File: src/hw/ets_defs.svh
`ifndef ETS_DEFS_SVH
`define ETS_DEFS_SVH

//////////////////////////////
// widths
`define ETS_COUNT_W     16 // window length and hit count
`define ETS_PHASE_W     8  // step count and phase index
`define ETS_REG_ADDR_W  3
`define ETS_DATA_W      32
`define ETS_CREDITS     4  // sink grant after reset

//////////////////////////////
// register map
`define ETS_REG_CTRL    3'd0 // bit 0 starts a sweep
`define ETS_REG_CHANNEL 3'd1
`define ETS_REG_WINDOW  3'd2
`define ETS_REG_STEPS   3'd3
`define ETS_REG_STATUS  3'd4 // read only
`define ETS_REG_COUNT   3'd5 // read only

`endif

File: src/hw/ets_meas_pkg.sv
`include "ets_defs.svh"

package ets_meas_pkg;

	//////////////////////////////
	// comparator input select
	typedef enum logic [1:0] {
		CMP_REF     = 2'd0,
		CMP_S11     = 2'd1,
		CMP_S21     = 2'd2,
		CMP_REF_ALT = 2'd3 // spare code, also the reference
	} cmp_sel_t;

	//////////////////////////////
	// one record per phase step
	typedef struct packed {
		logic [`ETS_PHASE_W-1:0] phase; // step index
		logic [`ETS_COUNT_W-1:0] count; // ones seen in the window
	} ets_result_t;

	// sweep progress, as read from STATUS
	typedef struct packed {
		logic                    busy;  // sweep running
		logic [`ETS_PHASE_W-1:0] phase; // current step
	} ets_status_t;

endpackage

File: src/hw/ets_reg_pkg.sv
`include "ets_defs.svh"

package ets_reg_pkg;

	// host write, no back-pressure
	typedef struct packed {
		logic                       valid;
		logic [`ETS_REG_ADDR_W-1:0] addr;
		logic [`ETS_DATA_W-1:0]     data;
	} reg_wr_t;

	// host read request
	typedef struct packed {
		logic                       valid;
		logic [`ETS_REG_ADDR_W-1:0] addr;
	} reg_rd_req_t;

	// read response, one cycle after the request
	typedef struct packed {
		logic                   valid;
		logic [`ETS_DATA_W-1:0] data;
	} reg_rd_rsp_t;

endpackage

File: src/hw/ets_credit_tx.sv
`timescale 1ns/1ps
`include "ets_defs.svh"

module ets_credit_tx (
	input  logic                      sys_clk,
	input  logic                      rst_n,
	input  logic                      send,
	input  logic [`ETS_PHASE_W-1:0]   phase,
	input  logic [`ETS_COUNT_W-1:0]   hit_count,
	input  logic                      credit_ret,
	output logic                      ready,
	output logic                      result_valid,
	output ets_meas_pkg::ets_result_t result
);
	import ets_meas_pkg::*;

	localparam int CRED_W = $clog2(`ETS_CREDITS + 1);

	logic [CRED_W-1:0] credits; // free slots at the sink

	assign ready = (credits != '0);

	//////////////////////////////
	// credit bookkeeping
	always_ff @(posedge sys_clk) begin
		if (!rst_n) begin
			credits <= CRED_W'(`ETS_CREDITS); // full grant
		end else begin
			case ({send, credit_ret})
				2'b10:   credits <= credits - 1'b1; // spent
				2'b01:   credits <= credits + 1'b1; // returned
				default: ;                          // both or neither
			endcase
		end
	end

	//////////////////////////////
	// result register
	always_ff @(posedge sys_clk) begin
		if (!rst_n) begin
			result_valid <= 1'b0;
			result       <= '0;
		end else begin
			result_valid <= send; // one-cycle pulse
			if (send)
				result <= ets_result_t'{phase: phase, count: hit_count};
		end
	end

endmodule

File: src/hw/ets_hit_counter.sv
`timescale 1ns/1ps
`include "ets_defs.svh"

module ets_hit_counter (
	input  logic                    sys_clk,
	input  logic                    rst_n,
	input  logic                    cmp_ref,
	input  logic                    cmp_s11,
	input  logic                    cmp_s21,
	input  ets_meas_pkg::cmp_sel_t  channel,
	input  logic                    active,
	input  logic                    load,
	output logic [`ETS_COUNT_W-1:0] hit_count
);
	import ets_meas_pkg::*;

	logic sel_bit; // muxed comparator
	logic sel_q;   // one cycle behind the pins

	//////////////////////////////
	// comparator select
	always_comb begin
		case (channel)
			CMP_S11:     sel_bit = cmp_s11;
			CMP_S21:     sel_bit = cmp_s21;
			CMP_REF,
			CMP_REF_ALT: sel_bit = cmp_ref; // code 3 falls back to ref
			default:     sel_bit = cmp_ref;
		endcase
	end

	always_ff @(posedge sys_clk) begin
		sel_q <= sel_bit;
	end

	//////////////////////////////
	// ones count over the window
	always_ff @(posedge sys_clk) begin
		if (!rst_n)
			hit_count <= '0;
		else if (load)
			hit_count <= '0; // new window
		else if (active)
			hit_count <= hit_count + `ETS_COUNT_W'(sel_q);
	end

endmodule

File: src/hw/ets_regs.sv
`timescale 1ns/1ps
`include "ets_defs.svh"

module ets_regs (
	input  logic                        sys_clk,
	input  logic                        rst_n,
	input  ets_reg_pkg::reg_wr_t        reg_wr,
	input  ets_reg_pkg::reg_rd_req_t    reg_rd_req,
	output ets_reg_pkg::reg_rd_rsp_t    reg_rd_rsp,
	input  ets_meas_pkg::ets_status_t   status,
	input  logic [`ETS_COUNT_W-1:0]     last_count,
	output logic                        start,
	output ets_meas_pkg::cmp_sel_t      channel,
	output logic [`ETS_COUNT_W-1:0]     window_len,
	output logic [`ETS_PHASE_W-1:0]     num_steps
);
	import ets_reg_pkg::*;
	import ets_meas_pkg::*;

	logic [`ETS_DATA_W-1:0] rd_data;    // read mux output
	logic                   rsp_valid_q;
	logic [`ETS_DATA_W-1:0] rsp_data_q;

	// CTRL is a strobe, nothing is stored
	assign start = reg_wr.valid && (reg_wr.addr == `ETS_REG_CTRL) && reg_wr.data[0];

	//////////////////////////////
	// configuration writes
	always_ff @(posedge sys_clk) begin
		if (!rst_n) begin
			channel    <= CMP_REF;
			window_len <= `ETS_COUNT_W'(1); // shortest legal window
			num_steps  <= '0;
		end else if (reg_wr.valid) begin
			case (reg_wr.addr)
				`ETS_REG_CHANNEL: channel    <= cmp_sel_t'(reg_wr.data[1:0]);
				`ETS_REG_WINDOW:  window_len <= reg_wr.data[`ETS_COUNT_W-1:0];
				`ETS_REG_STEPS:   num_steps  <= reg_wr.data[`ETS_PHASE_W-1:0];
				default: ; // unmapped or read only
			endcase
		end
	end

	//////////////////////////////
	// read path
	always_comb begin
		rd_data = '0;
		case (reg_rd_req.addr)
			`ETS_REG_CHANNEL: rd_data[1:0] = channel;
			`ETS_REG_WINDOW:  rd_data[`ETS_COUNT_W-1:0] = window_len;
			`ETS_REG_STEPS:   rd_data[`ETS_PHASE_W-1:0] = num_steps;
			`ETS_REG_STATUS:  rd_data[$bits(ets_status_t)-1:0] = status; // busy in bit 8
			`ETS_REG_COUNT:   rd_data[`ETS_COUNT_W-1:0] = last_count;
			default: ; // CTRL and holes read zero
		endcase
	end

	always_ff @(posedge sys_clk) begin
		if (!rst_n)
			rsp_valid_q <= 1'b0;
		else
			rsp_valid_q <= reg_rd_req.valid; // fixed one-cycle latency
	end

	always_ff @(posedge sys_clk) begin
		if (reg_rd_req.valid)
			rsp_data_q <= rd_data; // hold last data otherwise
	end

	assign reg_rd_rsp = reg_rd_rsp_t'{valid: rsp_valid_q, data: rsp_data_q};

endmodule

File: src/hw/ets_sweep_fsm.sv
`timescale 1ns/1ps
`include "ets_defs.svh"

module ets_sweep_fsm (
	input  logic                      sys_clk,
	input  logic                      rst_n,
	input  logic                      start,
	input  logic [`ETS_PHASE_W-1:0]   num_steps,
	input  logic                      expired,
	input  logic                      tx_ready,
	input  logic                      ps_done,
	output logic                      timer_load,
	output logic                      tx_send,
	output logic                      ps_en,
	output ets_meas_pkg::ets_status_t status
);
	import ets_meas_pkg::*;

	typedef enum logic [2:0] {
		S_IDLE,
		S_WINDOW,    // timer running, counter adding
		S_EMIT,      // hand result to tx, waits on credit
		S_SHIFT,     // one-cycle phase request
		S_WAIT_DONE  // shifter busy
	} state_t;

	state_t                  state;
	state_t                  state_nxt;
	logic [`ETS_PHASE_W-1:0] phase_q; // current step
	logic [`ETS_PHASE_W-1:0] steps_q; // latched at start
	logic                    go;      // accepted start
	logic                    last_step;

	assign go        = (state == S_IDLE) && start && (num_steps != '0);
	assign last_step = (phase_q == steps_q - 1'b1);

	//////////////////////////////
	// next state
	always_comb begin
		state_nxt = state;
		case (state)
			S_IDLE:
				if (go)
					state_nxt = S_WINDOW;
			S_WINDOW:
				if (expired)
					state_nxt = S_EMIT; // count is final next cycle
			S_EMIT:
				if (tx_ready)
					state_nxt = last_step ? S_IDLE : S_SHIFT; // no shift after the last step
			S_SHIFT:
				state_nxt = S_WAIT_DONE;
			S_WAIT_DONE:
				if (ps_done)
					state_nxt = S_WINDOW;
			default:
				state_nxt = S_IDLE;
		endcase
	end

	// timer and counter reload at each window start
	assign timer_load = go || ((state == S_WAIT_DONE) && ps_done);
	assign tx_send    = (state == S_EMIT) && tx_ready;
	assign ps_en      = (state == S_SHIFT);
	assign status     = ets_status_t'{busy: state != S_IDLE, phase: phase_q};

	always_ff @(posedge sys_clk) begin
		if (!rst_n) begin
			state   <= S_IDLE;
			phase_q <= '0;
			steps_q <= '0;
		end else begin
			state <= state_nxt;
			if ((state == S_IDLE) && start) begin // start while busy is dropped
				phase_q <= '0;
				steps_q <= num_steps;
			end
			if (state == S_SHIFT)
				phase_q <= phase_q + 1'b1; // next step index
		end
	end

endmodule

File: src/hw/ets_top.sv
`timescale 1ns/1ps
`include "ets_defs.svh"

module ets_top (
	input  logic                      sys_clk,
	input  logic                      rst_n,
	input  ets_reg_pkg::reg_wr_t      reg_wr,
	input  ets_reg_pkg::reg_rd_req_t  reg_rd_req,
	output ets_reg_pkg::reg_rd_rsp_t  reg_rd_rsp,
	input  logic                      cmp_ref,
	input  logic                      cmp_s11,
	input  logic                      cmp_s21,
	output logic                      ps_en,
	input  logic                      ps_done,
	output logic                      result_valid,
	output ets_meas_pkg::ets_result_t result,
	input  logic                      credit_ret
);
	import ets_meas_pkg::*;

	logic                    start;      // CTRL strobe
	cmp_sel_t                channel;
	logic [`ETS_COUNT_W-1:0] window_len;
	logic [`ETS_PHASE_W-1:0] num_steps;
	ets_status_t             status;
	logic                    timer_load; // also clears the counter
	logic                    active;
	logic                    expired;
	logic                    tx_send;
	logic                    tx_ready;
	logic [`ETS_COUNT_W-1:0] hit_count;

	//////////////////////////////
	// control
	ets_regs i_ets_regs (
		.sys_clk    (sys_clk),
		.rst_n      (rst_n),
		.reg_wr     (reg_wr),
		.reg_rd_req (reg_rd_req),
		.reg_rd_rsp (reg_rd_rsp),
		.status     (status),
		.last_count (result.count), // count of the last record sent
		.start      (start),
		.channel    (channel),
		.window_len (window_len),
		.num_steps  (num_steps)
	);

	ets_sweep_fsm i_ets_sweep_fsm (
		.sys_clk    (sys_clk),
		.rst_n      (rst_n),
		.start      (start),
		.num_steps  (num_steps),
		.expired    (expired),
		.tx_ready   (tx_ready),
		.ps_done    (ps_done),
		.timer_load (timer_load),
		.tx_send    (tx_send),
		.ps_en      (ps_en),
		.status     (status)
	);

	ets_window_timer i_ets_window_timer (
		.sys_clk    (sys_clk),
		.rst_n      (rst_n),
		.load       (timer_load),
		.window_len (window_len),
		.active     (active),
		.expired    (expired)
	);

	//////////////////////////////
	// data path
	ets_hit_counter i_ets_hit_counter (
		.sys_clk   (sys_clk),
		.rst_n     (rst_n),
		.cmp_ref   (cmp_ref),
		.cmp_s11   (cmp_s11),
		.cmp_s21   (cmp_s21),
		.channel   (channel),
		.active    (active),
		.load      (timer_load),
		.hit_count (hit_count)
	);

	ets_credit_tx i_ets_credit_tx (
		.sys_clk      (sys_clk),
		.rst_n        (rst_n),
		.send         (tx_send),
		.phase        (status.phase), // step being emitted
		.hit_count    (hit_count),
		.credit_ret   (credit_ret),
		.ready        (tx_ready),
		.result_valid (result_valid),
		.result       (result)
	);

endmodule

File: src/hw/ets_window_timer.sv
`timescale 1ns/1ps
`include "ets_defs.svh"

module ets_window_timer (
	input  logic                    sys_clk,
	input  logic                    rst_n,
	input  logic                    load,
	input  logic [`ETS_COUNT_W-1:0] window_len,
	output logic                    active,
	output logic                    expired
);

	logic [`ETS_COUNT_W-1:0] remain_q; // cycles left incl. this one
	logic                    run_q;

	assign active  = run_q;
	assign expired = run_q && (remain_q == `ETS_COUNT_W'(1)); // last window cycle

	always_ff @(posedge sys_clk) begin
		if (!rst_n)
			run_q <= 1'b0;
		else if (load)
			run_q <= 1'b1;
		else if (expired)
			run_q <= 1'b0;
	end

	always_ff @(posedge sys_clk) begin
		if (load)
			remain_q <= window_len;
		else if (run_q)
			remain_q <= remain_q - 1'b1;
	end

endmodule

File: config.mk
export PLATFORM = sky130hd
export DESIGN_NAME = ets_top
export DESIGN_NICKNAME = d
export VERILOG_FILES = /design/src/hw/ets_meas_pkg.sv /design/src/hw/ets_reg_pkg.sv /design/src/hw/ets_credit_tx.sv /design/src/hw/ets_hit_counter.sv /design/src/hw/ets_regs.sv /design/src/hw/ets_sweep_fsm.sv /design/src/hw/ets_top.sv /design/src/hw/ets_window_timer.sv
export VERILOG_INCLUDE_DIRS = /design/src /design/src/hw
export SDC_FILE = /design/constraint.sdc
export NUM_CORES = 1
export LEC_CHECK = 0
export BUFFER_PORTS_ARGS = -buffer_cell sky130_fd_sc_hd__buf_2
export CORE_ASPECT_RATIO = 1.2
export CORE_UTILIZATION = 55
export DETAILED_ROUTE_END_ITERATION = 12
export GPL_ROUTABILITY_DRIVEN = 0
export MAX_ROUTING_LAYER = met4
export PLACE_DENSITY = 0.79
export SETUP_SLACK_MARGIN = 0.3
export SLEW_MARGIN = 20
export SYNTH_ARGS = -nofsm -noshare
export SYNTH_HDL_FRONTEND = slang
export SYNTH_HIERARCHICAL = 1
export SYNTH_SLANG_ARGS = --single-unit
File: constraint.sdc
create_clock -name sys_clk -period 4.52 [get_ports sys_clk]
set_input_delay 0.452 -clock sys_clk [delete_from_list [all_inputs] [get_ports sys_clk]]
set_output_delay 0.452 -clock sys_clk [all_outputs]
set_load 0.1 [all_outputs]
### Yosys cells after proc, flatten, opt, wreduce, memory -nomap -nowiden

Index checks and enable logic that the tools add are counted.

| operators by class | value |
|---|---|
| add/sub/neg operators | 6 |
| multiply operators | 0 |
| divide/modulo/power cells | 0 |
| order comparisons | 0 |
| equality and inequality tests | 23 |
| shifts and indexed selects | 0 |
| muxes and demuxes | 18 |
| bitwise gates (word level) | 1 |
| reduce and logical (&&, ||, !) cells | 24 |

Operators with widths:

| cell | number |
|---|---|
| $mux W16 | 2 |
| $pmux W6 S4 | 1 |
| $eq A3 B2 Y1 const B | 6 |
| $add A16 B1 Y16 | 1 |
| $eq A16 B1 Y1 const B | 1 |
| $mux W8 | 2 |
| $sub A16 B1 Y16 const B | 1 |
| $pmux W3 S5 | 1 |
| $pmux W7 S2 | 1 |
| $mux W3 | 4 |
| $pmux W2 S5 | 1 |
| $eq A3 B1 Y1 const B | 3 |
| $eq A3 B3 Y1 const B | 3 |
| $add A8 B1 Y8 const B | 1 |
| $eq A8 B8 Y1 | 1 |
| $reduce_bool A2 Y1 | 4 |
| $reduce_bool A8 Y1 | 1 |
| $sub A8 B1 Y8 const B | 1 |
| $logic_and A1 B1 Y1 | 7 |
| $eq A2 B2 Y1 const B | 3 |
| $logic_not A3 Y1 | 2 |
| $pmux W1 S3 | 2 |
| $pmux W3 S2 | 1 |
| $reduce_and A2 Y1 | 3 |
| 13 further kinds | 19 |

| storage, ports and cells | value |
|---|---|
| register bits | 124 |
| bits in latches | 0 |
| RAM bits | 0 |
| ROM bits | 0 |
| bits of input ports | 47 |
| word-level logic and storage cells | 88 |
| memories kept | 0 |

### Logic depth before layout (Yosys ltp)

Gate-level depths: netlist of the first run.

| logic depth | value |
|---|---|
| word-level depth | 7 |
| mapped depth | 12 |

### Cells and area by module

Netlist of the first run, hierarchy kept.

By module, submodules not included:

| module | instances | cells an instance | area each (µm²) | seq. area each (µm²) |
|---|---|---|---|---|
| ets_regs | 1 | 216 | 2170.8 | 1021.0 |
| ets_sweep_fsm | 1 | 163 | 1265.0 | 380.4 |
| ets_credit_tx | 1 | 95 | 1118.6 | 560.5 |
| ets_window_timer | 1 | 102 | 1026.0 | 500.5 |
| ets_hit_counter | 1 | 94 | 869.6 | 340.3 |

### Least setup slack after synthesis of the first run

Ideal clock, no wire load.

| path | value |
|---|---|
| kind | in2reg |
| start | in reg_wr[32] (netlist bit) |
| end | reg i_ets_window_timer.remain_q[0], enable pin |
| arrival time | 2029 ps |
| slack | 2157 ps |
| stages on the path | 7 |
| path buffers | 1 |
| path through | nor2_1 -> and4b_1 -> a21boi_0 -> mux2i_1 -> nor3_1 -> clkbuf_1 -> or2_2 |

| between the ends | value |
|---|---|
| longest elaborated chain between the ends | 7 |

RTL lines:

| item | RTL line | source |
|---|---|---|
| from (decl) | ets_top.sv:7 | `input ets_reg_pkg::reg_wr_t reg_wr,` |
| $logic_not A3 Y1 (no line) | - |  |
| $logic_and A1 B1 Y1 (2 in series) | ets_regs.sv:25 | `` assign start = reg_wr.valid && (reg_wr.addr == `ETS_REG_CTRL) && reg_wr.data[0]; `` |
| net start | ets_top.sv:21 | `logic start;` |
| $logic_and A1 B1 Y1 (2 in series) | ets_sweep_fsm.sv:34 | `assign go = (state == S_IDLE) && start && (num_steps != '0);` |
| $logic_or A1 B1 Y1 | ets_sweep_fsm.sv:62 | `assign timer_load = go \|\| ((state == S_WAIT_DONE) && ps_done);` |
| net timer_load | ets_top.sv:26 | `logic timer_load;` |
| $reduce_bool A2 Y1 (no line) | - |  |
| to (signal assigned) | ets_window_timer.sv:30 | `remain_q <= window_len;` |
| to (signal assigned) | ets_window_timer.sv:32 | `remain_q <= remain_q - 1'b1;` |
| to (decl) | ets_window_timer.sv:13 | `` logic [`ETS_COUNT_W-1:0] remain_q; `` |

The timed path passes the listed nets, and every way through them passes these cells.
A chain may end at the register's enable or synchronous reset.

### Final worst setup path of the first run

| path | value |
|---|---|
| start | reg i_ets_window_timer.remain_q[4] |
| end | reg i_ets_sweep_fsm.state[1] |

| between the ends | value |
|---|---|
| longest elaborated chain between the ends | 4 |

RTL lines:

| item | RTL line | source |
|---|---|---|
| $eq A16 B1 Y1 | ets_window_timer.sv:17 | `` assign expired = run_q && (remain_q == `ETS_COUNT_W'(1)); `` |
| $logic_and A1 B1 Y1 | ets_window_timer.sv:17 |  |
| net expired | ets_top.sv:28 | `logic expired;` |
| $ne A2 B2 Y1 (no line) | - |  |
| $reduce_and A4 Y1 (no line) | - |  |
| to (signal assigned) | ets_sweep_fsm.sv:73 | `state <= state_nxt;` |
| to (decl) | ets_sweep_fsm.sv:27 | `state_t state;` |

The timed path passes the listed nets, and every way through them passes these cells.

==> results of run 1 <==
[kinds of logic (layout without fill, tap and decap cells)]
group / count (synthesis) / count (layout) / share of synthesized area [%]
AOI/OAI and AO/OA: 109 / 109 / 11.8
xor gates and xnor gates: 34 / 34 / 4.62
adders and majority gates: 12 / 12 / 2.44
buffers and inverters: 73 / 126 / 7.20
DFF: 124 / 124 / 43.5
muxes: 48 / 48 / 7.49
other: 1 / 17 / 0.0581
and+or+nand+nor: 269 / 269 / 22.9
[cell usage after synthesis, types with 6 or more instances]
| library cell | number |
|---|---|
| a21boi_0 | 23 |
| a21boi_1 | 10 |
| a21oi_1 | 10 |
| a22o_1 | 6 |
| and2_1 | 9 |
| buf_2 | 7 |
| buf_4 | 22 |
| clkbuf_1 | 14 |
| dfxtp_1 | 92 |
| edfxtp_1 | 32 |
| ha_1 | 11 |
| inv_1 | 19 |
| mux2i_1 | 46 |
| nand2_1 | 98 |
| nand3_1 | 17 |
| nand4_1 | 14 |
| nor2_1 | 36 |
| nor2b_1 | 31 |
| nor3_1 | 14 |
| nor4_1 | 6 |
| o21ai_0 | 26 |
| o22a_1 | 6 |
| xnor2_1 | 21 |
| xor2_1 | 13 |
[worst max-delay path: stages (launching register included)]
cell and delay (ns):
edfxtp_1 0.48, nor4_1 0.74, nand4_1 0.30, nor2_1 0.21, nor2_1 0.08, a21oi_1 0.16, a311o_1 0.18, nand2_1 0.07
o41ai_1 0.25
[report_power, final]
group	switching [W]	internal, W	leakage [nW]	total, W
registers	0.0000145	0.00115	1.05	0.00117
clock network	0.000468	0.000916	0.297	0.00138
logic	0.000163	0.0000471	1.39	0.000210
total	0.000645	0.00212	2.74	0.00276
[stage by stage]
stage          hold WS, ns  power, W
2_1_floorplan        0.444   0.00137
3_3_place_gp         0.463   0.00139
3_5_place_dp         0.465   0.00140
4_1_cts              0.254   0.00277
5_1_grt              0.260   0.00284
6_report             0.256   0.00276
[layout by cell type, fill, tap and decap left out, types with 4 or more instances in the layout]
| master | count |
|---|---|
| nand3_1 | 17 |
| nand4_1 | 14 |
| inv_1 | 19 |
| o22a_1 | 6 |
| nand2_1 | 98 |
| nor4_1 | 6 |
| nor3_1 | 13 |
| xor2_1 | 13 |
| xnor2_1 | 21 |
| a21oi_1 | 10 |
| edfxtp_1 | 32 |
| conb_1 | 16 |
| clkbuf_1 | 4 |
| nor2b_1 | 31 |
| dfxtp_1 | 92 |
| a21boi_1 | 10 |
| mux2i_1 | 46 |
| and4bb_2 | 4 |
| buf_2 | 73 |
| ha_1 | 11 |
| clkbuf_16 | 19 |
| a21boi_0 | 23 |
| o21ai_0 | 26 |
| and2_1 | 9 |
| nand2b_1 | 4 |
| nor2_1 | 36 |
| a22o_1 | 6 |
[per-layer routing]
metal | track usage (%) | wire length, um | vias up
li1 | - | - | 2429
met2 | 44.0 | 7570 | 170
met5 | - | 0 | -
met3 | 6.42 | 788 | 19
met1 | 31.6 | 6470 | 2446
met4 | 8.79 | 211 | 0
[area by class of cell]
| cell class | count | area, sq um | share of cell area (%) |
|---|---|---|---|
| flip-flops and latches | 124 | 2800 | 38.3 |
| well taps | 154 | 193 | 2.64 |
| inverters | 19 | 71.3 | 0.976 |
| multi-input cells | 488 | 3240 | 44.4 |
| repair buffers | 76 | 388 | 5.31 |
| clock buffers | 26 | 532 | 7.27 |
| clock inverters | 5 | 77.6 | 1.06 |
| diodes | 1 | 2.50 | 0.0342 |
[path summary, 6_finish.rpt]
| path | from | endpoint | cells after the start |
|---|---|---|---|
| setup / recovery | i_ets_window_timer/remain_q[4] | i_ets_sweep_fsm/state[1] | 8 |
| hold / removal | reg_wr[8] | i_ets_regs/window_len[8] | 3 |
| setup reg to reg | i_ets_window_timer/remain_q[4] | i_ets_sweep_fsm/state[1] | 8 |
| hold reg to reg | i_ets_sweep_fsm/steps_q[7] | i_ets_sweep_fsm/steps_q[7] | 2 |
[state kept, by name, summed over array words and instances, names as in the netlist, 2 cells and up]
name,flops
i_ets_regs/rsp_data_q,16
i_ets_regs/window_len,16
i_ets_credit_tx/credits,3
i_ets_window_timer/remain_q,16
i_ets_sweep_fsm/phase_q,8
i_ets_sweep_fsm/steps_q,8
i_ets_regs/channel,2
i_ets_regs/num_steps,8
i_ets_sweep_fsm/state,3
i_ets_credit_tx/result,24
i_ets_hit_counter/hit_count,16
==> metrics.md, run 1 <==
| Metric | Value |
|---|---|
| Post-detailed-placement half-perimeter wirelength | `~10 mm` |
| Final worst-path cycle share | `56.7%` |
| Count of final hold-check violations | `0` |
| Number of global-route vias before repair | `~4.7k` |
| Crit Path Class | `flip-flop to flip-flop` |
| Part of the Yosys area used for sequential elements | `between 40 and 50%` |
| Result of the run | `finished, final reports clean` |
| Dominant cell type by area after synthesis | `dfxtp_1` |
| Total number of nets in the final design | `785` |
| Layout cell share with drive strength beyond 1 | `about 18%` |
| Post-CTS clock slew at the launch and capture registers of the worst setup and hold paths | `0.06 ns` |
| FILL cells | `919` |
| Wire length of the first global-routing pass | `24.1 mm` |
| CTS tree | `built` |
| Remaining max-slew budget at the tightest pin | `roughly 45%` |
| Proportion of netlist area held by the largest area contributor | `28.6%` |
| Largest clock skew in the final design | `between 0.01 and 0.015 ns` |
| Worst-case setup margin in the final layout | `1.96 ns` |
| Routed via count divided by cell count | `roughly 5.7` |
| Relative area change from synthesis to final layout | `13.3%` |
| Cell types with the largest area share after synthesis | `dfxtp_1 (29%), edfxtp_1 (15%), mux2i_1 (7.1%)` |
| Wirelength, routed | `~15 mm` |
| Data arrival at the endpoint of the critical path | `about 2.9 ns` |
| GR Overflow Total | `0` |
| Total negative setup slack | `0 ns` |
| Antenna-violating nets left | `0` |
| Initial Utilization | `between 50 and 60%` |
| Number of cells after detailed placement | `between 800 and 900` |
| R2R Setup Slk | `roughly 2 ns` |
| Setup repair after global routing missed its margin | `no` |
| Maximum operating frequency | `just under 400 MHz` |
| Total routing resource utilization after global routing | `26.6%` |
| Core area | `between 0.01 and 0.015 sq mm` |
| Number of standard cells in the final layout excluding fillers | `about 900` |
| Final critical delay including setup and external delays | `approximately 2.6 ns` |
| CTS Hold Bufs | `0` |
| Port bufs | `between 70 and 80` |
| Synthesized flop and latch total | `approximately 120` |
| Number of endpoints failing setup at the final stage | `0` |
| H-tree depth reported by CTS | `4` |
| Worst Path Required | `about 4.8 ns` |
| Die area | `0.0122 sq mm` |
| Placed Instance Area | `0.00670 sq mm` |
| Summed area of non-filler cells in the final layout | `roughly 0.0073 sq mm` |
| Post-synthesis cell type count | `slightly below 80` |
| Row count | `42` |
| Min-delay worst type | `primary input to flip-flop` |
| Summed instance area of the synthesized netlist | `between 0.006 and 0.007 sq mm` |
| Number of warning messages in the yosys log | `6` |
| Average wire length per cell after detail routing | `16.8 um` |
| Number of buffers inserted during clock tree synthesis | `17` |
| IO Count | `between 100 and 150` |
| First-pass detailed-route iteration total | `5` |
| Clock Root Buffer | `clkbuf_16` |
| Count of max-cap constraint violations | `0` |
| Violation count after the first detailed-route iteration | `289` |
| Count of cells resized by post-cts repair | `0` |
| Antenna violations before repair | `1` |
| Async S/R FF share, synth | `0%` |
| Chip height | `about 120 um` |
| Die Span X | `~100 um` |
| Power per cell area | `between 300 and 400 mW/mm^2` |
| Post-CTS Repair Setup Buffers | `0` |
| Avg Synthesized Cell Area | `9.63 sq um` |
| Worst Setup End Kind | `flip-flop` |
| VDD IR max | `between 200 and 250 uV` |
| Largest net degree at the start of global routing | `between 70 and 80` |
| Tightest Pin Transition | `~0.83 ns` |
| Worst-path maximum fanout | `6` |
| Buffers from clock root to sink, at most | `2` |
| Place WS | `1.57 ns` |
| Post-synth top flop | `dfxtp_1` |
| Number of sinks on the clock net | `between 100 and 150` |
| Crit start category | `flip-flop` |
| Leakage dissipation | `2.74 nW` |
| Routed via count | `just over 5k` |
| Number of enable-type register cells in the synthesized netlist | `32` |
| Synth Instances | `670` |
| DRC viols | `0` |
| Number of pins with negative max-slew slack in the final report | `0` |
| Worst-skew pair later-pin latency | `approximately 0.42 ns` |
| Final core area utilization | `65.0%` |
Note: power is estimated with default switching activity, not from simulation.
==> run 2, diff against run 1 <==
clock period = 2.6 ns   (was 4.52 ns; I/O delays follow)
==> metrics.md, run 2 (same netlist as run 1, synthesis figures left out) <==
| Metric | Value |
|---|---|
| Reg-to-reg critical path startpoint | `i_ets_sweep_fsm/steps_q[0]` |
| Total routing resource utilization after global routing | `between 20% and 30%` |
| DRC viols | `0` |
| Count of max-cap constraint violations | `0` |
| Start point of the worst hold path | `cmp_s11` |
| Worst-path maximum fanout | `8` |
| Setup repair after global routing missed its margin | `no` |
| Cell internal pwr | `around 0.0037 W` |
| Most frequent standard cell in the layout excluding fill and tap cells | `nand2_1` |
| VDD IR max | `around 370 uV` |
| Clock Root Buffer | `clkbuf_16` |
| Core area | `between 0.01 and 0.015 sq mm` |
| Antenna violations before repair | `1` |
| Port bufs | `73` |
| FILL cells | `between 800 and 900` |
| Post-detailed-placement half-perimeter wirelength | `between 10 and 15 mm` |
| Total number of nets in the final design | `796` |
| Number of pins with negative max-slew slack in the final report | `0` |
| Violation count after the first detailed-route iteration | `roughly 300` |
| R2R Setup Slk | `0.42 ns` |
| Number of global-route vias before repair | `between 5k and 6k` |
| Tightest Pin Transition | `0.802 ns` |
| Placed Instance Area | `0.00680 sq mm` |
| Final critical delay including setup and external delays | `around 2.2 ns` |
| Combinational share of power | `7.8%` |
| Wirelength, routed | `between 15 and 20 mm` |
| Number of buffers inserted during clock tree synthesis | `17` |
| Number of endpoints failing setup at the final stage | `0` |
| Sequential fraction of design power | `roughly 42%` |
| Endpoint of the worst setup timing path | `i_ets_sweep_fsm/state[1]` |
| Initial Utilization | `57.4%` |
| Largest clock skew in the final design | `between 0.01 and 0.015 ns` |
| Die Span X | `slightly above 100 um` |
| Routed via count divided by cell count | `5.68` |
| Worst-case setup margin in the final layout | `between 0.4 and 0.5 ns` |
| Final worst-path cycle share | `around 84%` |
| Crit Path Class | `flip-flop to flip-flop` |
| Number of sinks on the clock net | `between 100 and 150` |
| Critical register-to-register path endpoint | `i_ets_sweep_fsm/state[1]` |
| Buffers from clock root to sink, at most | `2` |
| Die area | `approximately 0.012 sq mm` |
| H-tree depth reported by CTS | `4` |
| Part of the power in the clock network | `49.8%` |
| Register with the most flip-flops | `i_ets_credit_tx/result` |
| Post-CTS clock slew at the launch and capture registers of the worst setup and hold paths | `roughly 0.050 ns` |
| Switching power as a share of total power | `a little under a quarter` |
| CTS tree | `built` |
| First-pass detailed-route iteration total | `4` |
| CTS Hold Bufs | `0` |
| Min-delay worst type | `primary input to flip-flop` |
| Maximum operating frequency | `458 MHz` |
| Relative area change from synthesis to final layout | `15.9%` |
| Chip height | `between 100 and 150 um` |
| Number of cells after detailed placement | `870` |
| GR Overflow Total | `0` |
| Routed via count | `5141` |
| Sw power | `about 0.0011 W` |
| Summed area of non-filler cells in the final layout | `0.00748 sq mm` |
| Layout cell share with drive strength beyond 1 | `20.7%` |
| Worst r2r path cells | `8` |
| Largest net degree at the start of global routing | `36` |
| Row count | `42` |
| Antenna-violating nets left | `0` |
| Worst-skew pair later-pin latency | `about 0.42 ns` |
| Crit start category | `flip-flop` |
| Wire length of the first global-routing pass | `24.2 mm` |
| CP startpoint | `i_ets_sweep_fsm/steps_q[0]` |
| Max FFs per register | `24` |
| Worst Path Required | `2.89 ns` |
| Count of final hold-check violations | `0` |
| Result of the run | `finished, final reports clean` |
| Leakage dissipation | `between 2 and 3 nW` |
| Average wire length per cell after detail routing | `~17 um` |
| Power per cell area | `~640 mW/mm^2` |
| Total power consumption of the routed design | `roughly 0.0048 W` |
| IO Count | `106` |
| Data arrival at the endpoint of the critical path | `around 2.5 ns` |
| Commonest non-fill, non-tap cells in the layout | `nand2_1 (98), dfxtp_1 (91), buf_2 (72), mux2i_1 (46), nor2_1 (36)` |
| Worst Setup End Kind | `flip-flop` |
| Total negative setup slack | `0 ns` |
| Remaining max-slew budget at the tightest pin | `46.2%` |
| Number of standard cells in the final layout excluding fillers | `between 900 and 1k` |
| Place WS | `around 0.27 ns` |
run 2: cell type report:
type	count	area, sq um	area share [%]
timing repair buffer	87	489	6.54
tap	154	193	2.58
clock inverter	7	73.8	0.987
sequential	124	2800	37.5
antenna	1	2.50	0.0335
inverter	19	71.3	0.954
clock buffer	25	548	7.33
multi-input combinational	488	3290	44.1
run 2: timing repair:
action,CTS,global route
pin swaps,0,0
setup buffers,0,2
setup endpoints to repair,1,3
gates resized for setup,1,5
run 2: power groups by stage:
stage	Sequential (W)	Clock, W	Combinational, W
6_report	0.00203	0.00239	0.000375
2_1_floorplan	0.00213	0	0.000249
5_1_grt	0.00203	0.00251	0.000397
4_1_cts	0.00203	0.00241	0.000372
3_5_place_dp	0.00207	0	0.000371
3_3_place_gp	0.00207	0	0.000363
run 2: layer usage:
| metal | up-vias | global-route usage (%) | routed length (um) |
|---|---|---|---|
| met5 | - | - | 0 |
| met1 | 2444 | 29.6 | 6130 |
| li1 | 2450 | - | - |
| met2 | 208 | 45.8 | 7680 |
| met3 | 39 | 6.65 | 930 |
| met4 | 0 | 12.1 | 382 |
run 2: worst max-delay path, cell delays in order (launching register included):
cell,delay [ns]
dfxtp_1,0.52
inv_1,0.08
ha_1,0.32
o21bai_1,0.22
a211oi_1,0.27
o21bai_1,0.11
a211o_1,0.31
o211ai_2,0.15
o41ai_1,0.08
run 2: stage by stage:
step / util (%) / hold WS, ns
2_1_floorplan: - / 0.369
3_3_place_gp: 60.5 / 0.466
3_5_place_dp: 60.5 / 0.472
4_1_cts: 66.0 / 0.0740
5_1_grt: 66.5 / 0.0791
6_report: 66.5 / 0.0769
run 2: how the worst min path moves through the flow:
stage / end / slack (ns) / cells after the start
6_report: i_ets_hit_counter/sel_q / 0.08 / 3
4_1_cts: i_ets_hit_counter/sel_q / 0.07 / 3
3_5_place_dp: i_ets_regs/window_len[11] / 0.47 / 2
2_1_floorplan: i_ets_hit_counter/sel_q / 0.37 / 2
5_1_grt: i_ets_regs/window_len[10] / 0.08 / 3
3_3_place_gp: i_ets_regs/window_len[14] / 0.47 / 2
